$ cat src/hdl/ooo_defines.svh
`ifndef OOO_DEFINES_SVH
`define OOO_DEFINES_SVH

// data path and address width
`define OOO_XLEN 32

// reorder buffer geometry
// depth must stay a power of two, tags wrap naturally
`define OOO_ROB_DEPTH 8
`define OOO_ROB_IDX_W 3

// architectural register file
`define OOO_NUM_REGS 32
`define OOO_REG_IDX_W 5

// default number of two-bit predictor counters
`define OOO_BHT_ENTRIES 64

`endif

$ cat src/hdl/ooo_ctrl_pkg.sv
`default_nettype none

`include "ooo_defines.svh"

package ooo_ctrl_pkg;

    // instruction class kept per ROB entry
    typedef enum logic [2:0] {
        op_alu,
        op_load,
        op_store,
        op_branch,
        op_jump
    } op_class_e;

    // front end redirect after a wrong prediction
    typedef struct packed {
        logic                 flush;
        logic [`OOO_XLEN-1:0] target;
    } redirect_t;

    // training record for the branch predictor
    typedef struct packed {
        logic                 valid;
        logic [`OOO_XLEN-1:0] pc;
        logic                 taken;
    } bp_update_t;

endpackage

`default_nettype wire

$ cat src/hdl/ooo_data_pkg.sv
`default_nettype none

`include "ooo_defines.svh"

package ooo_data_pkg;

    // decoded instruction entering the ROB
    typedef struct packed {
        logic                      valid;
        ooo_ctrl_pkg::op_class_e   op;
        logic [`OOO_REG_IDX_W-1:0] rd;
        logic [`OOO_XLEN-1:0]      pc;
    } issue_req_t;

    // result from an execution unit
    // lsu leaves taken and target at zero
    typedef struct packed {
        logic                      valid;
        logic [`OOO_ROB_IDX_W-1:0] tag;
        logic [`OOO_XLEN-1:0]      value;
        logic                      taken;
        logic [`OOO_XLEN-1:0]      target;
    } complete_t;

    // ROB answer to a forwarding query
    typedef struct packed {
        logic                 ready;
        logic [`OOO_XLEN-1:0] value;
    } rob_read_t;

    // operand lookup result
    typedef struct packed {
        logic                      ready;
        logic [`OOO_XLEN-1:0]      value;
        logic [`OOO_ROB_IDX_W-1:0] tag;
    } operand_t;

    // retired entry heading to the register file
    typedef struct packed {
        logic                      valid;
        logic [`OOO_REG_IDX_W-1:0] rd;
        logic [`OOO_ROB_IDX_W-1:0] tag;
        logic [`OOO_XLEN-1:0]      value;
        logic                      we;
    } commit_t;

endpackage

`default_nettype wire

$ cat src/hdl/branch_history.sv
`timescale 1ns/1ps
`default_nettype none

`include "ooo_defines.svh"

module branch_history #(
    parameter int ENTRIES = `OOO_BHT_ENTRIES
) (
    input  wire                         clk_in,
    input  wire                         arst_n,
    input  wire [`OOO_XLEN-1:0]         lookup_pc,
    input  wire ooo_ctrl_pkg::bp_update_t update,
    output logic                        pred_taken
);

    import ooo_ctrl_pkg::*;

    localparam int IDX_W = $clog2(ENTRIES);

    logic [1:0]       counters [ENTRIES];
    logic [IDX_W-1:0] lookup_idx;
    logic [IDX_W-1:0] update_idx;

    // word address bits, byte offset dropped
    assign lookup_idx = lookup_pc[IDX_W+1:2];
    assign update_idx = update.pc[IDX_W+1:2];

    // upper counter bit is the prediction
    assign pred_taken = counters[lookup_idx][1];

    always_ff @(posedge clk_in or negedge arst_n) begin
        if (!arst_n) begin
            // weakly not-taken
            for (int i = 0; i < ENTRIES; i++) begin
                counters[i] <= 2'b01;
            end
        end else if (update.valid) begin
            if (update.taken) begin
                if (counters[update_idx] != 2'b11) begin
                    counters[update_idx] <= counters[update_idx] + 2'b01;
                end
            end else begin
                if (counters[update_idx] != 2'b00) begin
                    counters[update_idx] <= counters[update_idx] - 2'b01;
                end
            end
        end
    end

endmodule

`default_nettype wire

$ cat src/hdl/ooo_backend.sv
`timescale 1ns/1ps
`default_nettype none

`include "ooo_defines.svh"

module ooo_backend (
    input  wire                           clk_in,
    input  wire                           arst_n,
    input  wire ooo_data_pkg::issue_req_t issue,
    input  wire ooo_data_pkg::complete_t  alu_done,
    input  wire ooo_data_pkg::complete_t  lsu_done,
    input  wire [`OOO_REG_IDX_W-1:0]      src1_reg,
    input  wire [`OOO_REG_IDX_W-1:0]      src2_reg,
    output logic                          issue_full,
    output logic [`OOO_ROB_IDX_W-1:0]     issue_tag,
    output logic                          pred_taken,
    output ooo_data_pkg::operand_t        operand1,
    output ooo_data_pkg::operand_t        operand2,
    output ooo_data_pkg::commit_t         commit,
    output ooo_ctrl_pkg::redirect_t       redirect
);

    import ooo_ctrl_pkg::*;
    import ooo_data_pkg::*;

    bp_update_t                bp_update;
    rob_read_t                 query1;
    rob_read_t                 query2;
    logic [`OOO_ROB_IDX_W-1:0] query1_tag;
    logic [`OOO_ROB_IDX_W-1:0] query2_tag;
    logic                      rename_valid;

    reorder_buffer u_rob (
        .clk_in       (clk_in),
        .arst_n       (arst_n),
        .issue        (issue),
        .pred_taken   (pred_taken),
        .alu_done     (alu_done),
        .lsu_done     (lsu_done),
        .query1_tag   (query1_tag),
        .query2_tag   (query2_tag),
        .issue_full   (issue_full),
        .issue_tag    (issue_tag),
        .rename_valid (rename_valid),
        .query1       (query1),
        .query2       (query2),
        .commit       (commit),
        .bp_update    (bp_update),
        .redirect     (redirect)
    );

    // rename uses the tag handed out in the issue cycle
    reg_rename_file u_regs (
        .clk_in       (clk_in),
        .arst_n       (arst_n),
        .rename_valid (rename_valid),
        .rename_rd    (issue.rd),
        .rename_tag   (issue_tag),
        .src1_reg     (src1_reg),
        .src2_reg     (src2_reg),
        .query1       (query1),
        .query2       (query2),
        .commit       (commit),
        .flush        (redirect.flush),
        .query1_tag   (query1_tag),
        .query2_tag   (query2_tag),
        .operand1     (operand1),
        .operand2     (operand2)
    );

    branch_history #(
        .ENTRIES (`OOO_BHT_ENTRIES)
    ) u_bht (
        .clk_in     (clk_in),
        .arst_n     (arst_n),
        .lookup_pc  (issue.pc),
        .update     (bp_update),
        .pred_taken (pred_taken)
    );

endmodule

`default_nettype wire

$ cat src/hdl/reg_rename_file.sv
`timescale 1ns/1ps
`default_nettype none

`include "ooo_defines.svh"

module reg_rename_file (
    input  wire                          clk_in,
    input  wire                          arst_n,
    input  wire                          rename_valid,
    input  wire [`OOO_REG_IDX_W-1:0]     rename_rd,
    input  wire [`OOO_ROB_IDX_W-1:0]     rename_tag,
    input  wire [`OOO_REG_IDX_W-1:0]     src1_reg,
    input  wire [`OOO_REG_IDX_W-1:0]     src2_reg,
    input  wire ooo_data_pkg::rob_read_t query1,
    input  wire ooo_data_pkg::rob_read_t query2,
    input  wire ooo_data_pkg::commit_t   commit,
    input  wire                          flush,
    output logic [`OOO_ROB_IDX_W-1:0]    query1_tag,
    output logic [`OOO_ROB_IDX_W-1:0]    query2_tag,
    output ooo_data_pkg::operand_t       operand1,
    output ooo_data_pkg::operand_t       operand2
);

    import ooo_data_pkg::*;

    logic [`OOO_XLEN-1:0]      regs [`OOO_NUM_REGS];
    logic [`OOO_ROB_IDX_W-1:0] tags [`OOO_NUM_REGS];
    logic [`OOO_NUM_REGS-1:0]  busy;

    // busy registers take ROB state, free ones the stored value
    // x0 is never written nor busy so it always reads ready zero
    function automatic operand_t lookup(input logic [`OOO_REG_IDX_W-1:0] src,
                                        input rob_read_t fwd);
        operand_t res;
        res.tag = tags[src];
        if (busy[src]) begin
            res.ready = fwd.ready;
            res.value = fwd.value;
        end else begin
            res.ready = 1'b1;
            res.value = regs[src];
        end
        return res;
    endfunction

    assign query1_tag = tags[src1_reg];
    assign query2_tag = tags[src2_reg];
    assign operand1   = lookup(src1_reg, query1);
    assign operand2   = lookup(src2_reg, query2);

    always_ff @(posedge clk_in or negedge arst_n) begin
        if (!arst_n) begin
            for (int i = 0; i < `OOO_NUM_REGS; i++) begin
                regs[i] <= '0;
                tags[i] <= '0;
            end
            busy <= '0;
        end else begin
            // a jump commits its link value together with the flush
            if (commit.valid && commit.we && (commit.rd != '0)) begin
                regs[commit.rd] <= commit.value;
            end

            if (flush) begin
                busy <= '0;
                for (int i = 0; i < `OOO_NUM_REGS; i++) begin
                    tags[i] <= '0;
                end
            end else begin
                // only the latest producer frees the register
                if (commit.valid && commit.we && busy[commit.rd] &&
                    (tags[commit.rd] == commit.tag)) begin
                    busy[commit.rd] <= 1'b0;
                end
                // rename comes last so it overrides the clear above
                if (rename_valid && (rename_rd != '0)) begin
                    busy[rename_rd] <= 1'b1;
                    tags[rename_rd] <= rename_tag;
                end
            end
        end
    end

endmodule

`default_nettype wire

$ cat src/hdl/reorder_buffer.sv
`timescale 1ns/1ps
`default_nettype none

`include "ooo_defines.svh"

module reorder_buffer (
    input  wire                              clk_in,
    input  wire                              arst_n,
    input  wire ooo_data_pkg::issue_req_t    issue,
    input  wire                              pred_taken,
    input  wire ooo_data_pkg::complete_t     alu_done,
    input  wire ooo_data_pkg::complete_t     lsu_done,
    input  wire [`OOO_ROB_IDX_W-1:0]         query1_tag,
    input  wire [`OOO_ROB_IDX_W-1:0]         query2_tag,
    output logic                             issue_full,
    output logic [`OOO_ROB_IDX_W-1:0]        issue_tag,
    output logic                             rename_valid,
    output ooo_data_pkg::rob_read_t          query1,
    output ooo_data_pkg::rob_read_t          query2,
    output ooo_data_pkg::commit_t            commit,
    output ooo_ctrl_pkg::bp_update_t         bp_update,
    output ooo_ctrl_pkg::redirect_t          redirect
);

    import ooo_ctrl_pkg::*;
    import ooo_data_pkg::*;

    localparam int CNT_W = `OOO_ROB_IDX_W + 1;

    typedef struct packed {
        logic                      ready;
        op_class_e                 op;
        logic [`OOO_REG_IDX_W-1:0] rd;
        logic [`OOO_XLEN-1:0]      pc;
        logic                      predicted;
        logic                      taken;
        logic [`OOO_XLEN-1:0]      target;
        logic [`OOO_XLEN-1:0]      value;
    } rob_entry_t;

    rob_entry_t                entries [`OOO_ROB_DEPTH];
    rob_entry_t                head_ent;
    logic [`OOO_ROB_IDX_W-1:0] head;
    logic [`OOO_ROB_IDX_W-1:0] tail;
    logic [CNT_W-1:0]          count;
    logic                      issue_accept;
    logic                      retire;
    logic                      alu_hit;
    logic                      lsu_hit;
    logic                      is_ctrl;
    logic                      eff_taken;
    logic                      mispredict;
    logic [`OOO_XLEN-1:0]      fix_pc;

    // tag lies between head and head+count
    function automatic logic in_flight(input logic [`OOO_ROB_IDX_W-1:0] tag,
                                       input logic [`OOO_ROB_IDX_W-1:0] hd,
                                       input logic [CNT_W-1:0] cnt);
        logic [`OOO_ROB_IDX_W-1:0] offset;
        offset = tag - hd;
        return ({1'b0, offset} < cnt);
    endfunction

    assign issue_full = (count == CNT_W'(`OOO_ROB_DEPTH));
    assign issue_tag  = tail;

    // nothing enters while the flush cycle is active
    assign issue_accept = issue.valid && !issue_full && !redirect.flush;
    assign rename_valid = issue_accept && (issue.op inside {op_alu, op_load, op_jump});

    // late completions of flushed tags are dropped
    assign alu_hit = alu_done.valid && !redirect.flush && in_flight(alu_done.tag, head, count);
    assign lsu_hit = lsu_done.valid && !redirect.flush && in_flight(lsu_done.tag, head, count);

    assign head_ent = entries[head];
    assign retire   = (count != '0) && head_ent.ready && !redirect.flush;

    // jumps always resolve taken
    assign is_ctrl    = (head_ent.op == op_branch) || (head_ent.op == op_jump);
    assign eff_taken  = head_ent.taken || (head_ent.op == op_jump);
    assign mispredict = is_ctrl && (head_ent.predicted != eff_taken);
    assign fix_pc     = eff_taken ? head_ent.target : head_ent.pc + `OOO_XLEN'(4);

    // forwarding reads for the rename file
    assign query1.ready = entries[query1_tag].ready;
    assign query1.value = entries[query1_tag].value;
    assign query2.ready = entries[query2_tag].ready;
    assign query2.value = entries[query2_tag].value;

    // entry storage
    always_ff @(posedge clk_in) begin
        if (issue_accept) begin
            entries[tail] <= '{
                ready:     1'b0,
                op:        issue.op,
                rd:        issue.rd,
                pc:        issue.pc,
                predicted: pred_taken,
                taken:     1'b0,
                target:    '0,
                value:     '0
            };
        end
        if (alu_hit) begin
            entries[alu_done.tag].ready  <= 1'b1;
            entries[alu_done.tag].value  <= alu_done.value;
            entries[alu_done.tag].taken  <= alu_done.taken;
            entries[alu_done.tag].target <= alu_done.target;
        end
        if (lsu_hit) begin
            entries[lsu_done.tag].ready  <= 1'b1;
            entries[lsu_done.tag].value  <= lsu_done.value;
            entries[lsu_done.tag].taken  <= lsu_done.taken;
            entries[lsu_done.tag].target <= lsu_done.target;
        end
    end

    // pointers, retire outputs and flush
    always_ff @(posedge clk_in or negedge arst_n) begin
        if (!arst_n) begin
            head      <= '0;
            tail      <= '0;
            count     <= '0;
            commit    <= '0;
            bp_update <= '0;
            redirect  <= '0;
        end else if (redirect.flush) begin
            head            <= '0;
            tail            <= '0;
            count           <= '0;
            commit.valid    <= 1'b0;
            bp_update.valid <= 1'b0;
            redirect.flush  <= 1'b0;
        end else begin
            if (issue_accept) begin
                tail <= tail + 1'b1;
            end
            if (retire) begin
                head <= head + 1'b1;
            end
            count <= count + CNT_W'(issue_accept) - CNT_W'(retire);

            commit.valid <= retire;
            commit.rd    <= head_ent.rd;
            commit.tag   <= head;
            commit.value <= head_ent.value;
            commit.we    <= head_ent.op inside {op_alu, op_load, op_jump};

            bp_update.valid <= retire && (head_ent.op == op_branch);
            bp_update.pc    <= head_ent.pc;
            bp_update.taken <= head_ent.taken;

            redirect.flush  <= retire && mispredict;
            redirect.target <= fix_pc;
        end
    end

endmodule

`default_nettype wire

$ cat config.mk
export PLATFORM = sky130hd
export DESIGN_NAME = ooo_backend
export DESIGN_NICKNAME = d
export VERILOG_FILES = /design/src/hdl/ooo_ctrl_pkg.sv /design/src/hdl/ooo_data_pkg.sv /design/src/hdl/branch_history.sv /design/src/hdl/ooo_backend.sv /design/src/hdl/reg_rename_file.sv /design/src/hdl/reorder_buffer.sv
export VERILOG_INCLUDE_DIRS = /design/src /design/src/hdl
export SDC_FILE = /design/constraint.sdc
export NUM_CORES = 2
export LEC_CHECK = 0
export BUFFER_PORTS_ARGS = -buffer_cell sky130_fd_sc_hd__buf_2
export CORE_UTILIZATION = 68
export CTS_CLUSTER_DIAMETER = 80
export DETAILED_ROUTE_END_ITERATION = 7
export PLACE_DENSITY_LB_ADDON = 0.05
export SYNTH_ARGS = -nofsm -noshare
export SYNTH_HDL_FRONTEND = slang
export SYNTH_SLANG_ARGS = --single-unit
export TNS_END_PERCENT = 5
$ cat constraint.sdc
create_clock -name clk_in -period 19.85 [get_ports clk_in]
set_input_delay 3.97 -clock clk_in [delete_from_list [all_inputs] [get_ports clk_in]]
set_output_delay 3.97 -clock clk_in [all_outputs]
set_load 0.1 [all_outputs]
==> flow_summary.yaml <==
floorplanning:
  start_util_pct: 68.5
  die_h_um: 415
  ioPinCount: 343
  core-area_sq_um: 169000
  std_cell_rows: 151
  die_w_um: 415
  die_area_sq_um: 172000
logic_synthesis:
  ys_warn_count: 0
  async_flop_share_pct: 61.6
  yosys-top-cells-count: "dfrtp_1 (1309), mux2_2 (1145), mux4_2 (971), edfxtp_1 (848), clkbuf_1 (524)"
  synth-seq-area-share_pct: 51.7
  synthesis.nets: 8040
  synth_seq_cells: 2229
  syn_area_sq_um: 116000
  synth_top_flop_cell: "dfrtp_1"
  postSynthAreaPerCell_sq_um: 14.8
  syn_inst: 7829
  synth_top_cell_by_area: "dfrtp_1"
  synth.most_common_cell: "dfrtp_1"
  synth_edf_count: 848
  synth.area.top_cells: "dfrtp_1 (28%), edfxtp_1 (22%), mux4_2 (19%), mux2_2 (11%), a22o_1 (3.9%)"
  yosysUniqueCellTypes: 85
  synth_top_area_share_pct: 28.2
cts:
  cts_made_buffers: 225
  cts_htree_levels: 4
  cts_hold_buf: 0
  path_clk_slew_ps: 60
  cts_tree: "done"
  cts_resized: 0
  cts_root_buf: "clkbuf_16"
  cts_setup_buffers: 0
  clkSinkCount: 2229
  cts_buffer_depth: 3
  clock_latency_ps: 900
global_route:
  grt_pass1_wl_um: 526000
  grt_pass1_vias: 77074
  grt_overflow_total: 0
  grt_max_degree: 172
  antenna_found_initial: 88
  gr-usage-all-layers_pct: 41.9
timing:
  min_period_over_period_pct: 70.8
  rsz0062_at_grt: "no"
  tns_ps: 0
  fmax_ghz: 0.0711
  maxSlewHeadroom_pct: 4.80
  tightest_slew_ps: 1420
  skew_ps: 32.9
  min_period_ps: 14060
  slew_viol_final: 0
  setup_viol: 0
  hold_viol_final: 0
layout:
  register_area_sq_um: 60100
  area_growth_pct: 8.84
  multi_input_area_sq_um: 52400
  fill_cells: 10362
  stdcell_count: 10133
  drive_gt1_share_pct: 40.2
  fin_nets: 7883
  final_core_util_pct: 74.6
  design_area_sq_um: 126000
min_path:
  hold_start: "u_regs.regs[1007]"
  min_path_type: "reg -> reg"
detailed_routing:
  drtAntennaViolNets: 0
  first_pass_iters: 6
  wl_per_cell_um: 35.3
  via_count: 77038
  drt_drc_violations_left: 0
  drt_iter0_drc: 10396
  avgViaCountPerCell: 7.60
  wl_um: 358000
power:
  irDropWorstVdd_mv: 0.167
  total_power_mw: 19.2
  power-per-cell-area_nw_per_um2: 152
  p_leak_nw: 52.1
critical_path:
  r2r_slack_ps: 13790
  r2r-start: "u_rob.head[1]"
  crit_path_end: "operand1[32]"
  crit_path_end_kind: "primary output"
  critPathKind: "in -> out"
  worst_ep_required_time_ps: 15880
  critPathMaxFanout: 61
  cp-start-kind: "input pin"
  worst-endpoint-arrival_ps: 10090
  r2r_end: "u_rob.entries[4][18]"
  reg2reg_depth: 13
  crit_start: "src1_reg[0]"
placed_design:
  hpwlAfterDp_um: 207000
  portBuffers: 342
  dpl_cell_area_sq_um: 119000
  placed_cells: 9663
  routabilityCongestion: 0.984
outcome:
  status: "finished clean"
run:
  maxCapViolations: 0
kinds of logic after synthesis:
family                     count (synthesis)  synth area share [%]
AOI/OAI and AO/OA                       1257                  7.94
xor gates and xnor gates                  40                 0.302
adders and majority gates                 20                 0.235
buffers and inverters                    951                  3.46
DFF                                     2229                  51.7
muxes                                   2450                  32.9
and+or+nand+nor                          882                  3.47
layout make-up:
cell class | count | area share [%]
tap | 2218 | 2.20
clock inverter | 128 | 1.07
multi-input combinational | 4649 | 41.5
inverter | 49 | 0.153
sequential | 2229 | 47.5
timing repair buffer | 518 | 2.53
antenna | 45 | 0.0891
clock buffer | 297 | 4.94
registers in the layout (all words and copies together), names as in the netlist, named ones only:
register and flops:
u_rob.issue_tag 3, u_bht.counters 64, u_rob.bp_update 8, u_rob.redirect 33
u_rob.count 4, u_rob.entries 856, u_rob.commit 42, u_regs.busy 32
u_rob.head 3, u_regs.regs 1024, u_regs.tags 96
power breakdown:
part | internal [mW] | leakage [nW] | switching [mW]
sequential | 6.25 | 26.3 | 1.11
combinational | 2.92 | 22.1 | 4.57
clock | 2.52 | 3.74 | 1.86
total | 11.7 | 52.1 | 7.55
critical path, cell delays in order:
cell,delay (ps)
buf_8,510
buf_4,750
mux4_2,600
mux4_2,520
mux2i_4,910
buf_4,560
or2_2,960
o221ai_1,670
buf_2,490
layer usage:
| layer | wire (um) | up-vias | track usage, % |
|---|---|---|---|
| li1 | - | 30523 | - |
| met3 | 40700 | 1178 | 11.3 |
| met5 | 454 | - | 0 |
| met4 | 24000 | 72 | 26.2 |
| met1 | 126000 | 40038 | 54.7 |
| met2 | 167000 | 5227 | 63.2 |
cells in the final DEF, fill, tap and decap left out, drive strengths merged, types with 37 or more instances in the layout:
cell    netlist  routed
a22oi       118     118
mux4        971     971
nor2        153     153
inv          49      54
dfrtp      1309    1309
nand2b       41      41
dfstp        64      64
clkinv        0      88
mux2i       330     330
o211ai       37      37
o22ai        40      40
mux2       1149    1149
nand3        70      70
buf         378     518
clkbuf      524     297
a22o        522     522
o21ai       222     222
diode         0      45
edfxtp      848     848
nand2       455     455
a21oi       167     167
worst min-delay path by stage:
stage                            endpoint  depth (start not counted)
CTS                     u_regs.regs[1009]                          0
floorplan           u_rob.entries[2][106]                          2
detailed placement      u_regs.regs[1002]                          0
global placement        u_regs.regs[1012]                          0
finish                  u_regs.regs[1007]                          0
global route            u_regs.regs[1018]                          0
metrics by stage:
stage,worst slack (ps),hold WS (ps)
CTS,5940,396
finish,5790,396
floorplan,6590,437
detailed placement,5970,383
global route,5780,411
global placement,6020,377
Note: power is estimated with default switching activity, not from simulation.
